$ cat src/logic/encap_pkg.sv
// field widths, protocol codes, beat positions and depths shared by every filter block via wildcard import
`default_nettype none

package encap_pkg;

	typedef logic [63:0] beat_t;     // wire byte 0 in bits 7:0
	typedef logic [7:0]  keep_t;
	typedef logic [31:0] ip_addr_t;
	typedef logic [15:0] port_t;
	typedef logic [15:0] ethtype_t;
	typedef logic [7:0]  proto_t;
	typedef logic [95:0] flow_key_t; // src ip, dst ip, dst port, src port
	typedef logic [3:0]  verdict_t;
	typedef logic [9:0]  beat_idx_t;

	localparam ethtype_t ETH_TYPE_IPV4 = 16'h0800;
	localparam proto_t   IP_PROTO_UDP  = 8'h11;
	localparam verdict_t VERDICT_DROP  = 4'b0001;

	// header positions with all fields big-endian on the wire
	localparam beat_idx_t BEAT_ETHTYPE = 10'd1; // bytes 4 and 5
	localparam beat_idx_t BEAT_PROTO   = 10'd2; // byte 7
	localparam beat_idx_t BEAT_SRC_IP  = 10'd3; // src ip in bytes 2 to 5
	localparam beat_idx_t BEAT_PORTS   = 10'd4; // dst ip low half, src port, dst port

	localparam int DECODE_DELAY  = 4;
	localparam int HOLD_DEPTH    = 64;
	localparam int BYPASS_DEPTH  = 32;
	localparam int VERDICT_DEPTH = 8;
	localparam int VERDICT_AW    = $clog2(VERDICT_DEPTH);

	typedef enum logic [1:0] {MERGE_IDLE, MERGE_BYPASS, MERGE_RELEASE} merge_state_t;
	typedef enum logic [1:0] {REL_WAIT, REL_PASS, REL_DISCARD} release_state_t;

endpackage

`default_nettype wire

$ cat src/logic/axis_if.sv
// 64-bit frame stream between filter blocks where the source drives data and the sink drives ready
`default_nettype none
`timescale 1ns/1ns

interface axis_if
	import encap_pkg::*;
();
	logic  valid;
	logic  ready;
	beat_t data;
	keep_t keep;
	logic  last;

	modport source (output valid, output data, output keep, output last, input ready);
	modport sink (input valid, input data, input keep, input last, output ready);
endinterface

`default_nettype wire

$ cat src/logic/tx_merge.sv
// round-robin merge of bypass and released frames onto tx1, switching only between whole frames
`default_nettype none
`timescale 1ns/1ns

module tx_merge
	import encap_pkg::*;
(
	input  logic  clk156,
	input  logic  eth_rst,
	axis_if.sink  bypass_out,
	axis_if.sink  released,
	output logic  tx_tvalid,
	output beat_t tx_tdata,
	output keep_t tx_tkeep,
	output logic  tx_tlast,
	input  logic  tx_tready
);
	merge_state_t state;
	logic         last_rel; // release stream had the last grant
	logic         out_ready;
	logic         take_byp;
	logic         take_rel;
	logic         beat_go;
	beat_t        sel_data;
	keep_t        sel_keep;
	logic         sel_last;

	assign out_ready = !tx_tvalid || tx_tready;
	assign take_byp  = (state == MERGE_BYPASS) && out_ready;
	assign take_rel  = (state == MERGE_RELEASE) && out_ready;

	assign bypass_out.ready = take_byp;
	assign released.ready   = take_rel;

	assign beat_go  = (take_byp && bypass_out.valid) || (take_rel && released.valid);
	assign sel_data = (state == MERGE_RELEASE) ? released.data : bypass_out.data;
	assign sel_keep = (state == MERGE_RELEASE) ? released.keep : bypass_out.keep;
	assign sel_last = (state == MERGE_RELEASE) ? released.last : bypass_out.last;

	always_ff @(posedge clk156) begin
		if (eth_rst) begin
			state     <= MERGE_IDLE;
			last_rel  <= 1'b0;
			tx_tvalid <= 1'b0;
		end else begin
			if (out_ready)
				tx_tvalid <= beat_go;
			case (state)
				MERGE_IDLE:
					if (bypass_out.valid && (!released.valid || last_rel)) begin
						state    <= MERGE_BYPASS;
						last_rel <= 1'b0;
					end else if (released.valid) begin
						state    <= MERGE_RELEASE;
						last_rel <= 1'b1;
					end
				MERGE_BYPASS, MERGE_RELEASE:
					if (beat_go && sel_last) // hold the grant to end of frame
						state <= MERGE_IDLE;
				default:
					state <= MERGE_IDLE;
			endcase
		end
	end

	always_ff @(posedge clk156) begin
		if (beat_go) begin
			tx_tdata <= sel_data;
			tx_tkeep <= sel_keep;
			tx_tlast <= sel_last;
		end
	end
endmodule

`default_nettype wire

$ cat src/flat_wrapper.sv
// flat-port wrapper written by rule: the top's interface ports become plain ports
module tx_merge_flat import encap_pkg::*;
  (clk156, eth_rst, tx_tvalid, tx_tdata, tx_tkeep, tx_tlast, tx_tready, bypass_out_valid, bypass_out_data, bypass_out_keep, bypass_out_last, bypass_out_ready, released_valid, released_data, released_keep, released_last, released_ready);
  axis_if bypass_out_i ();
  axis_if released_i ();
  input  logic clk156;
  input  logic eth_rst;
  output logic tx_tvalid;
  output beat_t tx_tdata;
  output keep_t tx_tkeep;
  output logic tx_tlast;
  input  logic tx_tready;
  input wire logic [$bits(bypass_out_i.valid)-1:0] bypass_out_valid;
  input wire logic [$bits(bypass_out_i.data)-1:0] bypass_out_data;
  input wire logic [$bits(bypass_out_i.keep)-1:0] bypass_out_keep;
  input wire logic [$bits(bypass_out_i.last)-1:0] bypass_out_last;
  output wire logic [$bits(bypass_out_i.ready)-1:0] bypass_out_ready;
  input wire logic [$bits(released_i.valid)-1:0] released_valid;
  input wire logic [$bits(released_i.data)-1:0] released_data;
  input wire logic [$bits(released_i.keep)-1:0] released_keep;
  input wire logic [$bits(released_i.last)-1:0] released_last;
  output wire logic [$bits(released_i.ready)-1:0] released_ready;
  assign bypass_out_i.valid = bypass_out_valid;
  assign bypass_out_i.data = bypass_out_data;
  assign bypass_out_i.keep = bypass_out_keep;
  assign bypass_out_i.last = bypass_out_last;
  assign bypass_out_ready = bypass_out_i.ready;
  assign released_i.valid = released_valid;
  assign released_i.data = released_data;
  assign released_i.keep = released_keep;
  assign released_i.last = released_last;
  assign released_ready = released_i.ready;
  tx_merge u_core (.clk156(clk156), .eth_rst(eth_rst), .bypass_out(bypass_out_i), .released(released_i), .tx_tvalid(tx_tvalid), .tx_tdata(tx_tdata), .tx_tkeep(tx_tkeep), .tx_tlast(tx_tlast), .tx_tready(tx_tready));
endmodule
$ cat config.mk
export PLATFORM = sky130hd
export DESIGN_NAME = tx_merge_flat
export DESIGN_NICKNAME = d
export VERILOG_FILES = /design/src/logic/encap_pkg.sv /design/src/logic/axis_if.sv /design/src/logic/tx_merge.sv /design/src/flat_wrapper.sv
export SDC_FILE = /design/constraint.sdc
export NUM_CORES = 1
export LEC_CHECK = 0
export BUFFER_PORTS_ARGS = -buffer_cell sky130_fd_sc_hd__buf_4
export CAP_MARGIN = 25
export CORE_UTILIZATION = 30
export CTS_CLUSTER_DIAMETER = 120
export CTS_CLUSTER_SIZE = 40
export DETAILED_ROUTE_END_ITERATION = 10
export GPL_TIMING_DRIVEN = 0
export MAX_ROUTING_LAYER = met4
export PLACE_DENSITY = 0.65
export SLEW_MARGIN = 10
export SYNTH_ARGS = -nofsm -noshare
export SYNTH_HDL_FRONTEND = slang
export SYNTH_SLANG_ARGS = --single-unit
$ cat constraint.sdc
create_clock -name clk156 -period 4 [get_ports clk156]
set_input_delay 0.2 -clock clk156 [delete_from_list [all_inputs] [get_ports clk156]]
set_output_delay 0.2 -clock clk156 [all_outputs]
set_load 0.02 [all_outputs]
==> out/metrics.cfg <==
[cts]
cts_setup_buffers=0
cts.clk_slew.worst_paths_ns=0.07
cts_root_buffer=clkbuf_8
clockBufferDepth=2
cts_hold_buf=0
cts_buffers=9
cts_max_level=3
cts_resized=0
cts_tree=built
clkSinkCount=77
clkLatencyLatePin_ns=0.34

[min_path]
min_path_cells=2
hold_end=u_core.tx_tvalid
hp-class=in -> reg
hp-start=eth_rst

[detailed_routing]
dr.pass1.iters=6
vias_per_cell=4.39
wirelength_um=8590
detail-route-antenna-nets=0
vias=2495
drt_iter0_drc=53
route.detailed.drc=0
wl_per_cell_um=15.1

[sta]
min_period_ns=2.12
fin_crit_sh_pct=53.1
worst_pin_slew_ns=0.515
setup_violations=0
hold_violations=0
fmax_mhz=471
tns_ns=0
grt_setup_unrepaired=false
skew_ns=0.0142
relSlewSlack_pct=65.7
maxSlewViolCount=0

[logic_synthesis]
synth-adder-area-share_pct=1.13
synth_top_area_share_pct=66.1
synth_top_family_by_area=multiplexers
synth.area.mux_share_pct=24.7
ys_types=21
synth.avg_cell_area_um2=18.0
synth_edf_count=73
ys_warn_count=0
async_reset_ff_share_pct=0
ys_seq_area_share_pct=68.5
ys.flop_type=edfxtp_1
syn_area_mm2=0.00332
synth.most_common_cell=edfxtp_1
synth.top_cells.by_count=edfxtp_1 (73), mux2_2 (72), buf_2 (8), inv_1 (6), dfxtp_1 (4)
synth_area_leader_cell=edfxtp_1
synthXorXnorAreaFrac_pct=0
netlist_instances=184
synth_top_cells_by_area=edfxtp_1 (66%), mux2_2 (24%), dfxtp_1 (2.4%)
yosys.area_share.simple_pct=1.28
synth_compound_area_share_pct=2.49
ys_ff_latch=77
syn_nets=338

[layout]
drive_gt1_share_pct=75.7
n_antenna_cell=0
syn2layout_area_growth_pct=64.3
fillers=920
nNetsFinal=577
final_cell_area_mm2=0.00545

[outcome]
status=complete, no violations

[worst_setup_path]
required_ns=3.80
reg2reg_from=u_core.state[0]
cp_slowest_cell=buf_2
reg2reg_to=u_core.tx_tdata[57]
path_common_cell=buf_2
slowest_delay_ns=0.33
rr_worst_depth=5
crit_fanout=10
cp_data_arrival_time_ns=1.92
cp-end-kind=output port
criticalPathCategory=reg -> out
rrSetupSlack_ns=2.11
start_kind=register
worstPathCellList=inv_1, ha_1, buf_2, buf_2, and2_1, buf_4

[floorplanning]
ios=227
die_w_um=107
initial_utilization_pct=30.7
rows=38
core_mm2=0.0108
die_h_um=107
dieArea_mm2=0.0115

[flow_run]
cap_violations=0

[placed_design]
gp_congestion=0.690
dp_hpwl_um=6760
post_dp_cell_area_mm2=0.00524
io_buffers=226

[power_and_ir_drop]
power.density_mw_per_mm2=593
p_total_uw=3230
peakVddDrop_mv=0.253
static-leakage-power_uw=0.00231

[grt]
grt_pass1_wl_um=12500
grt_max_degree=32
grt_pass1_vias=2467
grt_util_all_layers_pct=15.0
antenna_found_initial=0
grt.overflow.total=0

==> how the worst max path moves through the flow <==
stage | start | endpoint | slack, ns | cells past startpoint
final | u_core.state[0] | released_ready | 1.88 | 6
after global routing | u_core.state[0] | released_ready | 1.70 | 6
after CTS | u_core.state[0] | released_ready | 1.79 | 6
after detailed placement | u_core.state[0] | u_core.tx_tdata[50] | 2.07 | 5
after global placement | u_core.state[0] | u_core.tx_tdata[16] | 0.02 | 4
after floorplan | u_core.state[0] | u_core.tx_tdata[0] | 0.93 | 4
==> cells by family after synthesis <==
kind of cell	count (synthesis)
DFF	77
adders and majority gates	3
and+or+nand+nor	7
buffers and inverters	14
AOI/OAI and AO/OA	10
muxes	73
==> flip-flops by register name, indices dropped and copies added (netlist names) <==
register,count
u_core.last_rel,1
u_core.state,2
u_core.tx_tdata,64
u_core.tx_tkeep,8
u_core.tx_tlast,1
u_core.tx_tvalid,1
==> critical path: cells and delay by family, from the launching register on <==
family	cells	cell delay, ns
adder cells (fa/ha/maj)	1	0.23
buffers and inverters	4	0.86
flip-flops	1	0.32
AND/OR/NAND/NOR	1	0.19
==> through the flow <==
| step | hold WS [ns] | util, % | std cells | worst slack (ns) |
|---|---|---|---|---|
| final | 0.0589 | 50.5 | 568 | 1.88 |
| after global routing | 0.0407 | 50.5 | 568 | 1.70 |
| after CTS | 0.0341 | 50.5 | 568 | 1.79 |
| after detailed placement | 0.408 | 48.5 | 552 | 2.07 |
| after global placement | 0.403 | 48.1 | 550 | 0.0210 |
| after floorplan | 0.269 | - | 184 | 0.926 |
==> layout make-up <==
| cell class | count | area [µm²] | area share (%) |
|---|---|---|---|
| Tap cell | 140 | 175 | 3.21 |
| Clock inverter | 6 | 85.1 | 1.56 |
| Timing Repair Buffer | 228 | 1740 | 31.9 |
| Multi-Input combinational cell | 93 | 991 | 18.2 |
| Buffer | 8 | 40.0 | 0.735 |
| Clock buffer | 10 | 128 | 2.34 |
| Sequential cell | 77 | 2270 | 41.7 |
| Inverter | 6 | 22.5 | 0.413 |
==> routing by layer <==
layer  track usage, %  vias up  wire length, µm
met2             27.0      120             4660
met5                -        -                0
met1             15.9     1168             3190
met4             5.97        0              140
li1                 -     1192                -
met3             3.16       15              593
==> layout by cell type, fill, tap and decap left out, types with 2 or more instances in the layout <==
cell       netlist  final
buf_12           0      2
dfxtp_1          4      4
and2_1           2      2
bufinv_16        0      2
ha_1             3      3
mux2_2          72     72
edfxtp_1        73     73
buf_2            8      8
clkbuf_8         0      9
buf_4            0    226
inv_1            6      6
a21oi_1          3      3
==> report_power, final <==
part	leakage (µW)	switching (µW)	total, µW	internal, µW
Sequential	0.000704	51.9	1240	1190
Combinational	0.00150	695	1370	671
Clock	0.000104	278	628	351
Total	0.00231	1020	3230	2210
No activity file was read; power rests on OpenSTA's default activity.
