<file path="src/logic/encap_pkg.sv">
// field widths, protocol codes, beat positions and depths shared by every filter block via wildcard import
`default_nettype none

package encap_pkg;

	typedef logic [63:0] beat_t;     // wire byte 0 in bits 7:0
	typedef logic [7:0]  keep_t;
	typedef logic [31:0] ip_addr_t;
	typedef logic [15:0] port_t;
	typedef logic [15:0] ethtype_t;
	typedef logic [7:0]  proto_t;
	typedef logic [95:0] flow_key_t; // src ip, dst ip, dst port, src port
	typedef logic [3:0]  verdict_t;
	typedef logic [9:0]  beat_idx_t;

	localparam ethtype_t ETH_TYPE_IPV4 = 16'h0800;
	localparam proto_t   IP_PROTO_UDP  = 8'h11;
	localparam verdict_t VERDICT_DROP  = 4'b0001;

	// header positions with all fields big-endian on the wire
	localparam beat_idx_t BEAT_ETHTYPE = 10'd1; // bytes 4 and 5
	localparam beat_idx_t BEAT_PROTO   = 10'd2; // byte 7
	localparam beat_idx_t BEAT_SRC_IP  = 10'd3; // src ip in bytes 2 to 5
	localparam beat_idx_t BEAT_PORTS   = 10'd4; // dst ip low half, src port, dst port

	localparam int DECODE_DELAY  = 4;
	localparam int HOLD_DEPTH    = 64;
	localparam int BYPASS_DEPTH  = 32;
	localparam int VERDICT_DEPTH = 8;
	localparam int VERDICT_AW    = $clog2(VERDICT_DEPTH);

	typedef enum logic [1:0] {MERGE_IDLE, MERGE_BYPASS, MERGE_RELEASE} merge_state_t;
	typedef enum logic [1:0] {REL_WAIT, REL_PASS, REL_DISCARD} release_state_t;

endpackage

`default_nettype wire

</file>
<file path="src/logic/axis_if.sv">
// 64-bit frame stream between filter blocks where the source drives data and the sink drives ready
`default_nettype none
`timescale 1ns/1ns

interface axis_if
	import encap_pkg::*;
();
	logic  valid;
	logic  ready;
	beat_t data;
	keep_t keep;
	logic  last;

	modport source (output valid, output data, output keep, output last, input ready);
	modport sink (input valid, input data, input keep, input last, output ready);
endinterface

`default_nettype wire

</file>
<file path="src/logic/header_decode.sv">
// rx0 header parser that issues the flow lookup and steers each frame to the bypass or hold path
`default_nettype none
`timescale 1ns/1ns

module header_decode
	import encap_pkg::*;
(
	input  logic      clk156,
	input  logic      eth_rst,
	input  logic      rx_valid,
	input  beat_t     rx_data,
	input  keep_t     rx_keep,
	input  logic      rx_last,
	output flow_key_t in_key,
	output logic      in_valid,
	axis_if.source    bypass_in,
	axis_if.source    udp_in
);
	beat_idx_t   rx_cnt;
	ethtype_t    ftype;
	proto_t      proto;
	ip_addr_t    src_ip;
	logic [15:0] dst_ip_hi;
	logic        is_udp;

	logic  dl_valid [DECODE_DELAY];
	beat_t dl_data  [DECODE_DELAY];
	keep_t dl_keep  [DECODE_DELAY];
	logic  dl_last  [DECODE_DELAY];
	logic  out_first; // next delayed beat opens a frame
	logic  frame_udp;
	logic  cls_udp;

	assign is_udp = (ftype == ETH_TYPE_IPV4) && (proto == IP_PROTO_UDP);

	always_ff @(posedge clk156) begin
		if (eth_rst) begin
			rx_cnt    <= '0;
			ftype     <= '0;
			proto     <= '0;
			src_ip    <= '0;
			dst_ip_hi <= '0;
			in_valid  <= 1'b0;
		end else begin
			in_valid <= rx_valid && (rx_cnt == BEAT_PORTS) && is_udp;
			if (rx_valid) begin
				case (rx_cnt)
					BEAT_ETHTYPE: ftype <= {rx_data[39:32], rx_data[47:40]};
					BEAT_PROTO:   proto <= rx_data[63:56];
					BEAT_SRC_IP: begin
						src_ip    <= {rx_data[23:16], rx_data[31:24],
						              rx_data[39:32], rx_data[47:40]};
						dst_ip_hi <= {rx_data[55:48], rx_data[63:56]};
					end
					default: ;
				endcase
				if (rx_last) begin // clear wins over a capture on the same beat
					rx_cnt    <= '0;
					ftype     <= '0;
					proto     <= '0;
					src_ip    <= '0;
					dst_ip_hi <= '0;
				end else if (rx_cnt != '1) begin
					rx_cnt <= rx_cnt + 1'b1;
				end
			end
		end
	end

	// key is taken straight from the ports beat so a five beat frame keeps it
	always_ff @(posedge clk156) begin
		if (rx_valid && (rx_cnt == BEAT_PORTS))
			in_key <= {src_ip, dst_ip_hi, rx_data[7:0], rx_data[15:8],
			           rx_data[39:32], rx_data[47:40], rx_data[23:16], rx_data[31:24]};
	end

	always_ff @(posedge clk156) begin
		if (eth_rst) begin
			for (int i = 0; i < DECODE_DELAY; i++)
				dl_valid[i] <= 1'b0;
			out_first <= 1'b1;
			frame_udp <= 1'b0;
		end else begin
			dl_valid[0] <= rx_valid;
			for (int i = 1; i < DECODE_DELAY; i++)
				dl_valid[i] <= dl_valid[i-1];
			if (dl_valid[DECODE_DELAY-1]) begin
				out_first <= dl_last[DECODE_DELAY-1];
				frame_udp <= cls_udp;
			end
		end
	end

	always_ff @(posedge clk156) begin
		dl_data[0] <= rx_data;
		dl_keep[0] <= rx_keep;
		dl_last[0] <= rx_last;
		for (int i = 1; i < DECODE_DELAY; i++) begin
			dl_data[i] <= dl_data[i-1];
			dl_keep[i] <= dl_keep[i-1];
			dl_last[i] <= dl_last[i-1];
		end
	end

	// proto is settled by the time beat 0 leaves the line
	assign cls_udp = out_first ? is_udp : frame_udp;

	assign bypass_in.valid = dl_valid[DECODE_DELAY-1] && !cls_udp;
	assign bypass_in.data  = dl_data[DECODE_DELAY-1];
	assign bypass_in.keep  = dl_keep[DECODE_DELAY-1];
	assign bypass_in.last  = dl_last[DECODE_DELAY-1];

	assign udp_in.valid = dl_valid[DECODE_DELAY-1] && cls_udp;
	assign udp_in.data  = dl_data[DECODE_DELAY-1];
	assign udp_in.keep  = dl_keep[DECODE_DELAY-1];
	assign udp_in.last  = dl_last[DECODE_DELAY-1];
endmodule

`default_nettype wire

</file>
<file path="src/flat_wrapper.sv">
// flat-port wrapper written by rule: the top's interface ports become plain ports
module header_decode_flat import encap_pkg::*;
  (clk156, eth_rst, rx_valid, rx_data, rx_keep, rx_last, in_key, in_valid, bypass_in_valid, bypass_in_data, bypass_in_keep, bypass_in_last, bypass_in_ready, udp_in_valid, udp_in_data, udp_in_keep, udp_in_last, udp_in_ready);
  axis_if bypass_in_i ();
  axis_if udp_in_i ();
  input  logic clk156;
  input  logic eth_rst;
  input  logic rx_valid;
  input  beat_t rx_data;
  input  keep_t rx_keep;
  input  logic rx_last;
  output flow_key_t in_key;
  output logic in_valid;
  output wire logic [$bits(bypass_in_i.valid)-1:0] bypass_in_valid;
  output wire logic [$bits(bypass_in_i.data)-1:0] bypass_in_data;
  output wire logic [$bits(bypass_in_i.keep)-1:0] bypass_in_keep;
  output wire logic [$bits(bypass_in_i.last)-1:0] bypass_in_last;
  input wire logic [$bits(bypass_in_i.ready)-1:0] bypass_in_ready;
  output wire logic [$bits(udp_in_i.valid)-1:0] udp_in_valid;
  output wire logic [$bits(udp_in_i.data)-1:0] udp_in_data;
  output wire logic [$bits(udp_in_i.keep)-1:0] udp_in_keep;
  output wire logic [$bits(udp_in_i.last)-1:0] udp_in_last;
  input wire logic [$bits(udp_in_i.ready)-1:0] udp_in_ready;
  assign bypass_in_valid = bypass_in_i.valid;
  assign bypass_in_data = bypass_in_i.data;
  assign bypass_in_keep = bypass_in_i.keep;
  assign bypass_in_last = bypass_in_i.last;
  assign bypass_in_i.ready = bypass_in_ready;
  assign udp_in_valid = udp_in_i.valid;
  assign udp_in_data = udp_in_i.data;
  assign udp_in_keep = udp_in_i.keep;
  assign udp_in_last = udp_in_i.last;
  assign udp_in_i.ready = udp_in_ready;
  header_decode u_core (.clk156(clk156), .eth_rst(eth_rst), .rx_valid(rx_valid), .rx_data(rx_data), .rx_keep(rx_keep), .rx_last(rx_last), .in_key(in_key), .in_valid(in_valid), .bypass_in(bypass_in_i), .udp_in(udp_in_i));
endmodule
</file>
<file path="config.mk">
export PLATFORM = sky130hd
export DESIGN_NAME = header_decode_flat
export DESIGN_NICKNAME = d
export VERILOG_FILES = /design/src/logic/encap_pkg.sv /design/src/logic/axis_if.sv /design/src/logic/header_decode.sv /design/src/flat_wrapper.sv
export SDC_FILE = /design/constraint.sdc
export NUM_CORES = 1
export LEC_CHECK = 0
export ABC_AREA = 0
export BUFFER_PORTS_ARGS = -buffer_cell sky130_fd_sc_hd__buf_2
export CAP_MARGIN = 30
export CORE_MARGIN = 4
export CORE_UTILIZATION = 46
export DETAILED_ROUTE_END_ITERATION = 16
export PLACE_DENSITY = 0.77
export SLEW_MARGIN = 20
export SYNTH_ARGS = -nofsm -noshare
export SYNTH_HDL_FRONTEND = slang
export SYNTH_SLANG_ARGS = --single-unit
</file>
<file path="constraint.sdc">
create_clock -name clk156 -period 3.4 [get_ports clk156]
set_input_delay 0.34 -clock clk156 [delete_from_list [all_inputs] [get_ports clk156]]
set_output_delay 0.34 -clock clk156 [all_outputs]
set_load 0.05 [all_outputs]
</file>
==> results.py <==
metrics = {
    "power_and_ir_drop": {
        "p_leak_nw": 6.60,
        "max-vdd-ir-drop_uv": 430,
        "power.total_w": 0.0114,
        "power_density_nw_per_um2": 710,
    },
    "place": {
        "place_area_sq_um": 13900,
        "globalplace.congestion": 0.764,
        "hpwl_um": 15600,
        "dp.cells": 1306,
        "io_buffers": 320,
    },
    "cts": {
        "cts_buffers": 44,
        "cts-hold-fix-buffers": 69,
        "post_cts_resized": 0,
        "clk_pin_slew_worst_paths_ps": 60,
        "cts_htree_levels": 2,
        "post_cts_buffers": 0,
        "root_buffer": "clkbuf_16",
        "cts_tree": "yes",
        "cts.sink_count": 477,
        "ctsLongestPathBuffers": 3,
        "insertion_delay_ps": 530,
    },
    "yosys": {
        "postSynthAreaPerCell_sq_um": 16.9,
        "netlist_instances": 736,
        "synthXorXnorAreaFrac_pct": 0,
        "synth_area_sq_um": 12400,
        "yosysUniqueCellTypes": 43,
        "synth-warning-count": 0,
        "synth_ff_type": "dfxtp_1",
        "synth-simple-area-share_pct": 2.76,
        "synth_mux_area_share_pct": 0,
        "async_flop_share_pct": 0,
        "synthAdderAreaFrac_pct": 0.402,
        "synth_edf_count": 96,
        "synth_compound_area_share_pct": 6.93,
        "synthesis.nets": 818,
        "synth_top_family_by_area": "compound AO/OA/AOI/OAI gates",
        "synth_seq_area_share_pct": 84.5,
        "synth_seq_cells": 477,
    },
    "sta": {
        "worst_pin_slew_ps": 690,
        "fin_tns_setup_ps": 0,
        "max-slew-margin-rel_pct": 53.9,
        "min_period_ps": 2500,
        "final_hold_viol_count": 0,
        "fin_crit_sh_pct": 73.5,
        "skew_ps": 16.8,
        "slew_violations": 0,
        "setup_viol": 0,
        "fmax_ghz": 0.400,
        "rsz0062_at_grt": "false",
    },
    "detailed_routing": {
        "vias": 6783,
        "drtAntennaViolNets": 0,
        "totalWireLength_um": 25000,
        "post_drt_wl_per_cell_um": 17.1,
        "drc": 0,
        "vias_per_cell": 4.65,
        "drt_iter0_markers": 470,
        "firstDrtPassIters": 4,
    },
    "setup_path": {
        "required_ps": 3060,
        "cp-end-kind": "primary output",
        "crit_type": "flop to primary output",
        "cp_data_arrival_time_ps": 2160,
        "path_max_fanout": 4,
        "crit_path_start_kind": "flop",
    },
    "finish": {
        "drive_above_1_share_pct": 36.0,
        "mostFrequentLayoutCells": "dfxtp_1 (381), buf_2 (320), edfxtp_1 (96)",
        "area_growth_pct": 29.0,
        "final_cell_area_sq_um": 16000,
        "n_antenna_cell": 0,
        "fin_cells": 1458,
        "layout_commonest_cell": "dfxtp_1",
        "final_nets": 1170,
        "fin_util_pct": 60.9,
    },
    "run_status": {
        "status": "finished, final reports clean",
    },
    "global_routing": {
        "overflow": 0,
        "grt_pass1_wl_um": 37000,
        "track_usage_pct": 15.8,
        "antenna_found_initial": 1,
        "grt_max_degree": 44,
        "grt_pass1_vias": 6869,
    },
    "floorplan": {
        "die_h_um": 172,
        "coreArea_sq_um": 26400,
        "die_w_um": 172,
        "core.rowCount": 59,
        "start_util_pct": 47.2,
        "die-area_sq_um": 29700,
        "ioPinCount": 323,
    },
    "worst_hold_path": {
        "worstHoldPathType": "input pin to flop",
    },
    "job": {
        "drv_cap": 0,
    },
}
==> per-stage QoR <==
step	setup WS, ps	hold WS, ps
6_report	902	37.3
5_1_grt	701	9.49
4_1_cts	788	0.105
3_5_place_dp	1120	312
3_3_place_gp	1130	310
2_1_floorplan	734	310
==> cells by family (layout without fill, tap and decap cells) <==
group                      after synthesis  count (layout)
AOI/OAI and AO/OA                      101             101
adders and majority gates                4               4
buffers and inverters                   95             482
DFF                                    477             477
and+or+nand+nor                         59              59
==> final timing paths <==
check | start | depth (start not counted) | end | slack [ps]
worst max-delay path | u_core.ftype[12] | 5 | bypass_in_valid | 900
worst min-delay path | rx_data[43] | 1 | u_core.dl_data[0][43] | 40
worst max register to register | u_core.rx_cnt[9] | 4 | u_core.in_key[84] | 1110
worst min register to register | u_core.dl_data[1][42] | 0 | u_core.dl_data[2][42] | 320
==> power by group <==
group | total (W) | internal (W) | switching (W)
combinational | 0.000621 | 0.000159 | 0.000462
clock | 0.00477 | 0.00274 | 0.00203
sequential | 0.00601 | 0.00595 | 0.0000587
==> sequential cells by signal, indices dropped and copies added, names as in the netlist, 4 cells and up <==
register / cells
u_core.dl_data: 256
u_core.dl_keep: 32
u_core.dl_last: 4
u_core.dl_valid: 4
u_core.dst_ip_hi: 16
u_core.ftype: 16
u_core.in_key: 96
u_core.proto: 8
u_core.rx_cnt: 10
u_core.src_ip: 32
==> worst max-delay path: stages, from the launching register on <==
cell     delay, ps
dfxtp_1        310
nor4b_1        350
and4_1         270
nand3_1        210
o211a_1        290
buf_2          210
==> synth_stat cells (3+ instances only) <==
master,instances,area (sq um)
clkbuf_1,6,22.5
o21ai_0,4,20.0
nor2_1,5,18.8
a21oi_1,3,15.0
and3_1,3,18.8
and4_1,3,26.3
buf_4,76,571
nand3_1,12,60.1
buf_6,4,45.0
nand2_1,10,37.5
a31oi_1,5,31.3
nor4_1,4,25.0
a22o_1,72,631
nor2b_1,5,31.3
nor4b_1,3,26.3
inv_1,5,18.8
dfxtp_1,381,7630
edfxtp_1,96,2880
ha_1,4,50.1
buf_2,4,20.0
==> final cells by class <==
type                       count  area (sq um)
inverter                       5          18.8
timing repair buffer         396          2370
multi-input combinational    164          1280
fill                        1916         10300
clock buffer                  63          1280
clock inverter                18           154
sequential                   477         10500
tap                          335           419
==> routing by layer <==
| metal | wire length [um] | GRT usage (%) |
|---|---|---|
| met1 | 9510 | 17.7 |
| met2 | 13300 | 29.4 |
| met3 | 1550 | 3.93 |
| met4 | 633 | 5.40 |
| met5 | 7 | 0 |
Power figures use the tool's default switching activity.
