===== config.mk =====
export PLATFORM = sky130hd
export DESIGN_NAME = pkt_fifo_flat
export DESIGN_NICKNAME = d
export VERILOG_FILES = /design/src/logic/encap_pkg.sv /design/src/logic/axis_if.sv /design/src/logic/pkt_fifo.sv /design/src/flat_wrapper.sv
export SDC_FILE = /design/constraint.sdc
export NUM_CORES = 1
export LEC_CHECK = 0
export BUFFER_PORTS_ARGS = -buffer_cell sky130_fd_sc_hd__buf_2
export CORE_UTILIZATION = 40
export CTS_CLUSTER_DIAMETER = 50
export DETAILED_ROUTE_END_ITERATION = 12
export PLACE_DENSITY = 0.62
export SLEW_MARGIN = 20
export SYNTH_ARGS = -nofsm -noshare
export SYNTH_HDL_FRONTEND = slang
export SYNTH_SLANG_ARGS = --single-unit

===== constraint.sdc =====
create_clock -name clk156 -period 6.8 [get_ports clk156]
set_input_delay 1.02 -clock clk156 [delete_from_list [all_inputs] [get_ports clk156]]
set_output_delay 1.02 -clock clk156 [all_outputs]
set_load 0.1 [all_outputs]

===== src/logic/encap_pkg.sv =====
// field widths, protocol codes, beat positions and depths shared by every filter block via wildcard import
`default_nettype none

package encap_pkg;

	typedef logic [63:0] beat_t;     // wire byte 0 in bits 7:0
	typedef logic [7:0]  keep_t;
	typedef logic [31:0] ip_addr_t;
	typedef logic [15:0] port_t;
	typedef logic [15:0] ethtype_t;
	typedef logic [7:0]  proto_t;
	typedef logic [95:0] flow_key_t; // src ip, dst ip, dst port, src port
	typedef logic [3:0]  verdict_t;
	typedef logic [9:0]  beat_idx_t;

	localparam ethtype_t ETH_TYPE_IPV4 = 16'h0800;
	localparam proto_t   IP_PROTO_UDP  = 8'h11;
	localparam verdict_t VERDICT_DROP  = 4'b0001;

	// header positions with all fields big-endian on the wire
	localparam beat_idx_t BEAT_ETHTYPE = 10'd1; // bytes 4 and 5
	localparam beat_idx_t BEAT_PROTO   = 10'd2; // byte 7
	localparam beat_idx_t BEAT_SRC_IP  = 10'd3; // src ip in bytes 2 to 5
	localparam beat_idx_t BEAT_PORTS   = 10'd4; // dst ip low half, src port, dst port

	localparam int DECODE_DELAY  = 4;
	localparam int HOLD_DEPTH    = 64;
	localparam int BYPASS_DEPTH  = 32;
	localparam int VERDICT_DEPTH = 8;
	localparam int VERDICT_AW    = $clog2(VERDICT_DEPTH);

	typedef enum logic [1:0] {MERGE_IDLE, MERGE_BYPASS, MERGE_RELEASE} merge_state_t;
	typedef enum logic [1:0] {REL_WAIT, REL_PASS, REL_DISCARD} release_state_t;

endpackage

`default_nettype wire


===== src/logic/axis_if.sv =====
// 64-bit frame stream between filter blocks where the source drives data and the sink drives ready
`default_nettype none
`timescale 1ns/1ns

interface axis_if
	import encap_pkg::*;
();
	logic  valid;
	logic  ready;
	beat_t data;
	keep_t keep;
	logic  last;

	modport source (output valid, output data, output keep, output last, input ready);
	modport sink (input valid, input data, input keep, input last, output ready);
endinterface

`default_nettype wire


===== src/logic/pkt_fifo.sv =====
// synchronous beat FIFO with a power of two depth, instanced for the bypass and hold paths
`default_nettype none
`timescale 1ns/1ns

module pkt_fifo
	import encap_pkg::*;
#(
	parameter int DEPTH = 16
)(
	input  logic  clk156,
	input  logic  eth_rst,
	axis_if.sink  wr,
	axis_if.source rd,
	output logic  full
);
	localparam int AW = $clog2(DEPTH);

	beat_t mem_data [DEPTH];
	keep_t mem_keep [DEPTH];
	logic  mem_last [DEPTH];

	logic [AW:0] wr_ptr;
	logic [AW:0] rd_ptr; // extra msb tells full from empty
	logic        empty;
	logic        do_wr;
	logic        do_rd;

	assign full  = (wr_ptr[AW] != rd_ptr[AW]) && (wr_ptr[AW-1:0] == rd_ptr[AW-1:0]);
	assign empty = (wr_ptr == rd_ptr);
	assign do_wr = wr.valid && !full;
	assign do_rd = rd.valid && rd.ready;

	assign wr.ready = !full;
	assign rd.valid = !empty;
	assign rd.data  = mem_data[rd_ptr[AW-1:0]];
	assign rd.keep  = mem_keep[rd_ptr[AW-1:0]];
	assign rd.last  = mem_last[rd_ptr[AW-1:0]];

	always_ff @(posedge clk156) begin
		if (do_wr) begin
			mem_data[wr_ptr[AW-1:0]] <= wr.data;
			mem_keep[wr_ptr[AW-1:0]] <= wr.keep;
			mem_last[wr_ptr[AW-1:0]] <= wr.last;
		end
	end

	always_ff @(posedge clk156) begin
		if (eth_rst) begin
			wr_ptr <= '0;
			rd_ptr <= '0;
		end else begin
			if (do_wr)
				wr_ptr <= wr_ptr + 1'b1;
			if (do_rd)
				rd_ptr <= rd_ptr + 1'b1;
		end
	end
endmodule

`default_nettype wire


===== src/flat_wrapper.sv =====
// flat-port wrapper written by rule: the top's interface ports become plain ports
module pkt_fifo_flat import encap_pkg::*;
#(
	parameter int DEPTH = 16
)
  (clk156, eth_rst, full, wr_valid, wr_data, wr_keep, wr_last, wr_ready, rd_valid, rd_data, rd_keep, rd_last, rd_ready);
  axis_if wr_i ();
  axis_if rd_i ();
  input  logic clk156;
  input  logic eth_rst;
  output logic full;
  input wire logic [$bits(wr_i.valid)-1:0] wr_valid;
  input wire logic [$bits(wr_i.data)-1:0] wr_data;
  input wire logic [$bits(wr_i.keep)-1:0] wr_keep;
  input wire logic [$bits(wr_i.last)-1:0] wr_last;
  output wire logic [$bits(wr_i.ready)-1:0] wr_ready;
  output wire logic [$bits(rd_i.valid)-1:0] rd_valid;
  output wire logic [$bits(rd_i.data)-1:0] rd_data;
  output wire logic [$bits(rd_i.keep)-1:0] rd_keep;
  output wire logic [$bits(rd_i.last)-1:0] rd_last;
  input wire logic [$bits(rd_i.ready)-1:0] rd_ready;
  assign wr_i.valid = wr_valid;
  assign wr_i.data = wr_data;
  assign wr_i.keep = wr_keep;
  assign wr_i.last = wr_last;
  assign wr_ready = wr_i.ready;
  assign rd_valid = rd_i.valid;
  assign rd_data = rd_i.data;
  assign rd_keep = rd_i.keep;
  assign rd_last = rd_i.last;
  assign rd_i.ready = rd_ready;
  pkt_fifo #(.DEPTH(DEPTH)) u_core (.clk156(clk156), .eth_rst(eth_rst), .wr(wr_i), .rd(rd_i), .full(full));
endmodule

==> flow_summary.ini, run 1 <==
[status]
status = completed

[finish]
final_net_count = 2022
postLayoutCellArea_um2 = 51050
syn2layout_area_growth_pct = 14.30
drive_gt1_share_pct = 36.67
antenna_cells = 0

[worst_hold_path]
hold_path_end = u_core.rd_ptr[1]
min_path_cells = 2
hold_path_class = reg -> reg
hp-start = u_core.rd_ptr[1]

[yosys]
yosys.area.top_type_share_pct = 78.53
synth.most_common_cell = edfxtp_1
ys_top_cells_by_area = edfxtp_1 (79%), mux4_2 (18%), dfxtp_1 (0.63%)
ys_async_sr_fraction_pct = 0
synth.top_cells.by_count = edfxtp_1 (1168), mux4_2 (365), clkbuf_1 (31)
synth_seq_cells = 1182
yosysWarnings = 0
synth-seq-area-share_pct = 79.16
avgSynthCellArea_um2 = 26.01
synth_edf_count = 1168
syn-num-nets = 1799
syn_area_um2 = 44660
yosysUniqueCellTypes = 32
yosys.area.top_type = edfxtp_1
synth_cells = 1717
synth_ff_type = edfxtp_1

[clock_tree]
clock-sinks = 1182
hold_buffers = 0
post_cts_buffers = 0
cts_root_buffer = clkbuf_16
cts_buffers = 119
clkTransAtPathRegs_ns = 0.06
cts-resized-gates = 0
htree_levels = 3
tritoncts = built
clk_latency_ns = 0.69
clock_path_buffers = 3

[floorplan]
die-width_um = 336.2
core_um2 = 110700
rows = 122
dieArea_um2 = 113000
dieHeight_um = 336.2
io_pins = 153
start_util_pct = 40.36

[setup_path]
rr_worst_depth = 5
cp_max_fo = 48
crit_path_end_kind = output port
cp-start-kind = flip-flop
worstPathArrival_ns = 3.59
r2r_slack_ns = 3.17
cp.required_ns = 5.78
r2r-end = u_core.mem_data[8][33]
r2r_start = u_core.wr_ptr[1]
worstSetupPathType = reg -> out

[pwr]
p_sw_share_pct = 25.08
p_sw_mw = 4.169
leakagePower_nw = 15.48
peakVddDrop_mv = 0.2258
pwr-share-comb_pct = 13.4
seq_power_share_pct = 48.9
intPower_mw = 12.45
power-per-cell-area_nw_per_um2 = 325.6
clockPowerShare_pct = 37.7

[global_routing]
grt_util_all_layers_pct = 17.78
grt_max_degree = 97
grt_pass1_vias = 20627
grt_pass1_wl_mm = 144.1
grt_antenna_before_repair = 22
grt_overflow = 0

[timing]
min_period_ns = 4.613
rsz0062_at_grt = false
slew_viol_final = 0
timing.setup.tns_ns = 0
fin_crit_sh_pct = 67.84
setup_viol = 0
fin_skew_ns = 0.04351
timing_hold_violations_final = 0
relSlewSlack_pct = 26.57
max_slew.worst_pin.slew_ns = 1.102
max_freq_ghz = 0.2168

[placement]
hpwl_mm = 50.72
globalplace.congestion = 0.7206
port_buffers = 152
placed_area_um2 = 47270

[routing]
dr.pass1.iters = 5
initialDrtViolationCount = 1795
via_per_inst = 5.469
dr_total_vias = 19278
wl_met3_mm = 5.209
wl_met1_mm = 41.07
wl_per_cell_um = 28.07
drcViolationCount = 0
ant_nets = 0
highest_layer = met5
wl_met2_mm = 50.64
wl_mm = 98.96

[job]
maxCapViolCount = 0
==> critical path: stages (launching register included) <==
cell and delay [ns]:
dfxtp_4 0.58, buf_4 0.79, mux4_2 0.60, mux4_2 0.55, buf_2 0.32
==> flip-flops by register name (all words and copies together), names as in the netlist, named ones only <==
| name | count |
|---|---|
| u_core.mem_last | 16 |
| u_core.rd_ptr | 5 |
| u_core.mem_keep | 128 |
| u_core.wr_ptr | 5 |
| u_core.mem_data | 1024 |
==> per-layer routing <==
metal / vias up / GRT usage (%)
li1: 8021 / -
met1: 10561 / 23.83
met2: 509 / 30.27
met3: 171 / 3.155
met4: 16 / 4.178
met5: - / 0
==> cells by family (layout without fill, tap and decap cells) <==
logic type | count (synthesis) | after routing | share of synthesized area [%]
adders and majority gates | 5 | 5 | 0.1401
buffers and inverters | 90 | 410 | 1.143
AOI/OAI and AO/OA | 14 | 14 | 0.2241
and+or+nand+nor | 44 | 44 | 0.5407
DFF | 1182 | 1182 | 79.16
xor gates and xnor gates | 6 | 6 | 0.1177
muxes | 376 | 376 | 18.68
==> final cells by class <==
cell class / instances / area, um^2
Clock buffer: 141 / 3103
Clock inverter: 77 / 650.6
Fill cell: 9012 / 59620
Inverter: 6 / 22.52
Multi-Input combinational cell: 445 / 8885
Sequential cell: 1182 / 35370
Tap cell: 1488 / 1862
Timing Repair Buffer: 186 / 1160
==> how the worst max path moves through the flow <==
stage,end,depth (start not counted),slack [ns]
final,rd_data[29],4,2.19
after global routing,rd_data[2],4,1.97
after CTS,rd_data[2],4,2.04
after detailed placement,rd_data[2],4,2.79
after global placement,rd_data[55],4,2.70
after floorplan,u_core.wr_ptr[4],3,1.41
==> placed cells by master, fill, tap and decap left out, types with 3 or more instances in the layout <==
cell type   count
mux2_2          9
bufinv_16       9
nand4_1         4
clkbuf_16     121
dfxtp_1        10
buf_2         152
nor2_1         10
clkbuf_1       20
dfxtp_4         4
and3_4         15
nor2b_1         5
clkinvlp_4      5
clkinv_4        3
buf_4          23
clkinv_1       32
a21oi_1         4
clkinv_2       22
nand2_1         5
inv_1           6
mux4_2        365
edfxtp_1     1168
xnor2_1         5
buf_12          8
ha_1            5
==> stage by stage <==
step	hold slack, ns	utilization, %	instances	total power, mW	setup WS [ns]
floorplan	0.4988	-	1717	10.11	1.414
global placement	0.5354	42.65	3303	10.53	2.703
finish	0.5750	46.13	3525	16.62	2.187
detailed placement	0.5632	42.71	3306	10.56	2.787
CTS	0.5729	46.10	3524	16.80	2.040
global route	0.6049	46.13	3525	17.14	1.975
==> power groups by stage <==
| stage | clock (mW) | combinational, mW | sequential (mW) |
|---|---|---|---|
| 5_1_grt | 6.65 | 2.35 | 8.14 |
| 6_report | 6.26 | 2.22 | 8.14 |
| 3_3_place_gp | 0 | 2.23 | 8.30 |
| 4_1_cts | 6.38 | 2.28 | 8.14 |
| 2_1_floorplan | 0 | 1.83 | 8.28 |
| 3_5_place_dp | 0 | 2.27 | 8.29 |
(Power assumes the default switching activity.)
==> run 2: changes to the inputs <==
Settings changed: PLACE_DENSITY 0.62 to 0.65.
Clock period 6.8 ns to 3.8 ns, I/O delays scaled along.
==> flow_summary.ini, run 2 (same netlist as run 1, synthesis figures left out) <==
[placement]
placed_cells = 3340
hpwl_mm = 53.27
port_buffers = 152
placed_area_um2 = 48010
post-place-ws_ns = 0.7155
globalplace.congestion = 0.7307

[setup_path]
cpMostUsedCell = mux4_2
crit_path_end_kind = output port
crit_path_cell_trace = buf_16 -> buf_12 -> mux4_2 -> mux4_2 -> buf_2
cp_max_fo = 28
r2r_slack_ns = 0.91
r2r_start = u_core.wr_ptr[1]
crit_path_top_delay_cell = mux4_2
worstPathArrival_ns = 3.04
r2r-end = u_core.mem_data[4][35]
worstSetupPathType = reg -> out
rr_worst_depth = 5
cp-start-kind = flip-flop
max_stage_delay_ns = 0.55
endpoint = rd_data[28]
cp.required_ns = 3.23

[timing]
timing.setup.tns_ns = 0
max_slew.worst_pin.slew_ns = 0.7222
fin_ws_ns = 0.1917
rsz0062_at_grt = false
max_freq_ghz = 0.2771
relSlewSlack_pct = 51.57
fin_hold_ws_ns = 0.2302
setup_viol = 0
fin_crit_sh_pct = 94.96
slew_viol_final = 0
min_period_ns = 3.608
fin_skew_ns = 0.03006
timing_hold_violations_final = 0

[routing]
dr_total_vias = 19620
initialDrtViolationCount = 1773
wl_mm = 99.96
wl_per_cell_um = 27.98
drcViolationCount = 0
dr.pass1.iters = 7
via_per_inst = 5.493
ant_nets = 0

[finish]
fillCellCount = 8816
postLayoutCellArea_um2 = 51990
final_net_count = 2061
final_cell_mix = edfxtp_1 (1168), mux4_2 (365), buf_2 (152), clkbuf_16 (120), buf_12 (49)
fin_util_pct = 46.98
syn2layout_area_growth_pct = 16.42
drive_gt1_share_pct = 37.85
largest_register_ffs = 1024
stdcell_count = 3572
final_common_cell = edfxtp_1

[clock_tree]
clkTransAtPathRegs_ns = 0.06
clock-sinks = 1182
htree_levels = 3
hold_buffers = 0
cts_buffers = 118
clock_path_buffers = 3
clk_latency_ns = 0.71
tritoncts = built
cts_root_buffer = clkbuf_16

[pwr]
power-per-cell-area_nw_per_um2 = 580.6
leakagePower_nw = 15.86
power.total_mw = 30.19
peakVddDrop_mv = 0.3567

[status]
status = completed

[floorplan]
dieHeight_um = 336.2
io_pins = 153
core_um2 = 110700
dieArea_um2 = 113000
rows = 122
die-width_um = 336.2
start_util_pct = 40.36

[worst_hold_path]
hold_path_class = in -> reg

[global_routing]
grt_pass1_vias = 20693
grt_pass1_wl_mm = 144.0
grt_max_degree = 88
grt_antenna_before_repair = 28
grt_util_all_layers_pct = 17.83
grt_overflow = 0

[job]
maxCapViolCount = 0
## run 2: cell types whose count changed in the layout (fill, tap and decap cells not counted), moves of 3 or more
cell	change
clkinv_8	+4
bufinv_16	+3
diode_2	+5
clkinv_2	-5
clkbuf_1	+4
buf_12	+41
## run 2: worst max-delay path, delay by kind of cell, from the launching register on
family / cells / cell delay [ns]
muxes: 2 / 1.05
DFF: 1 / 0.43
buffers and inverters: 3 / 0.82
## run 2: what timing repair did
item | CTS | global route
cloned | 1 | 1
gates resized for setup | 2 | 0
setup endpoints to repair | 15 | 14
setup buffers | 0 | 5
## run 2: routing by layer
| metal | wire (um) | GRT usage [%] | part of all wire (%) | up-vias |
|---|---|---|---|---|
| li1 | - | - | - | 8105 |
| met1 | 41880 | 24.40 | 42 | 10691 |
| met2 | 49550 | 29.13 | 50 | 637 |
| met3 | 6579 | 3.956 | 6.6 | 157 |
| met4 | 1762 | 4.314 | 1.8 | 30 |
| met5 | 184 | 0 | 0.18 | - |
## run 2: area by class of cell
class                      count  area (um^2)  area share [%]
tap                         1488         1862           3.581
sequential                  1182        35370           68.02
clock inverter                77        764.5           1.470
multi-input combinational    445         8885           17.09
timing repair buffer         226         2012           3.869
inverter                       6        22.52         0.04332
clock buffer                 143         3068           5.900
antenna                        5        12.51         0.02406
## run 2: worst min path at each step
stage,start,end,cells past startpoint
3_5_place_dp,u_core.rd_ptr[1],u_core.rd_ptr[1],2
2_1_floorplan,u_core.rd_ptr[1],flip-flop,2
6_report,wr_valid,u_core.wr_ptr[1],3
3_3_place_gp,u_core.rd_ptr[1],u_core.rd_ptr[1],2
5_1_grt,wr_valid,u_core.wr_ptr[1],3
4_1_cts,wr_valid,u_core.wr_ptr[1],3
## run 2: power by group
| group | internal, mW | switching (mW) | total, mW |
|---|---|---|---|
| Clock | 6.57 | 4.87 | 11.4 |
| Sequential | 14.5 | 0.0512 | 14.5 |
| Combinational | 1.53 | 2.68 | 4.20 |
| Total | 22.6 | 7.60 | 30.2 |
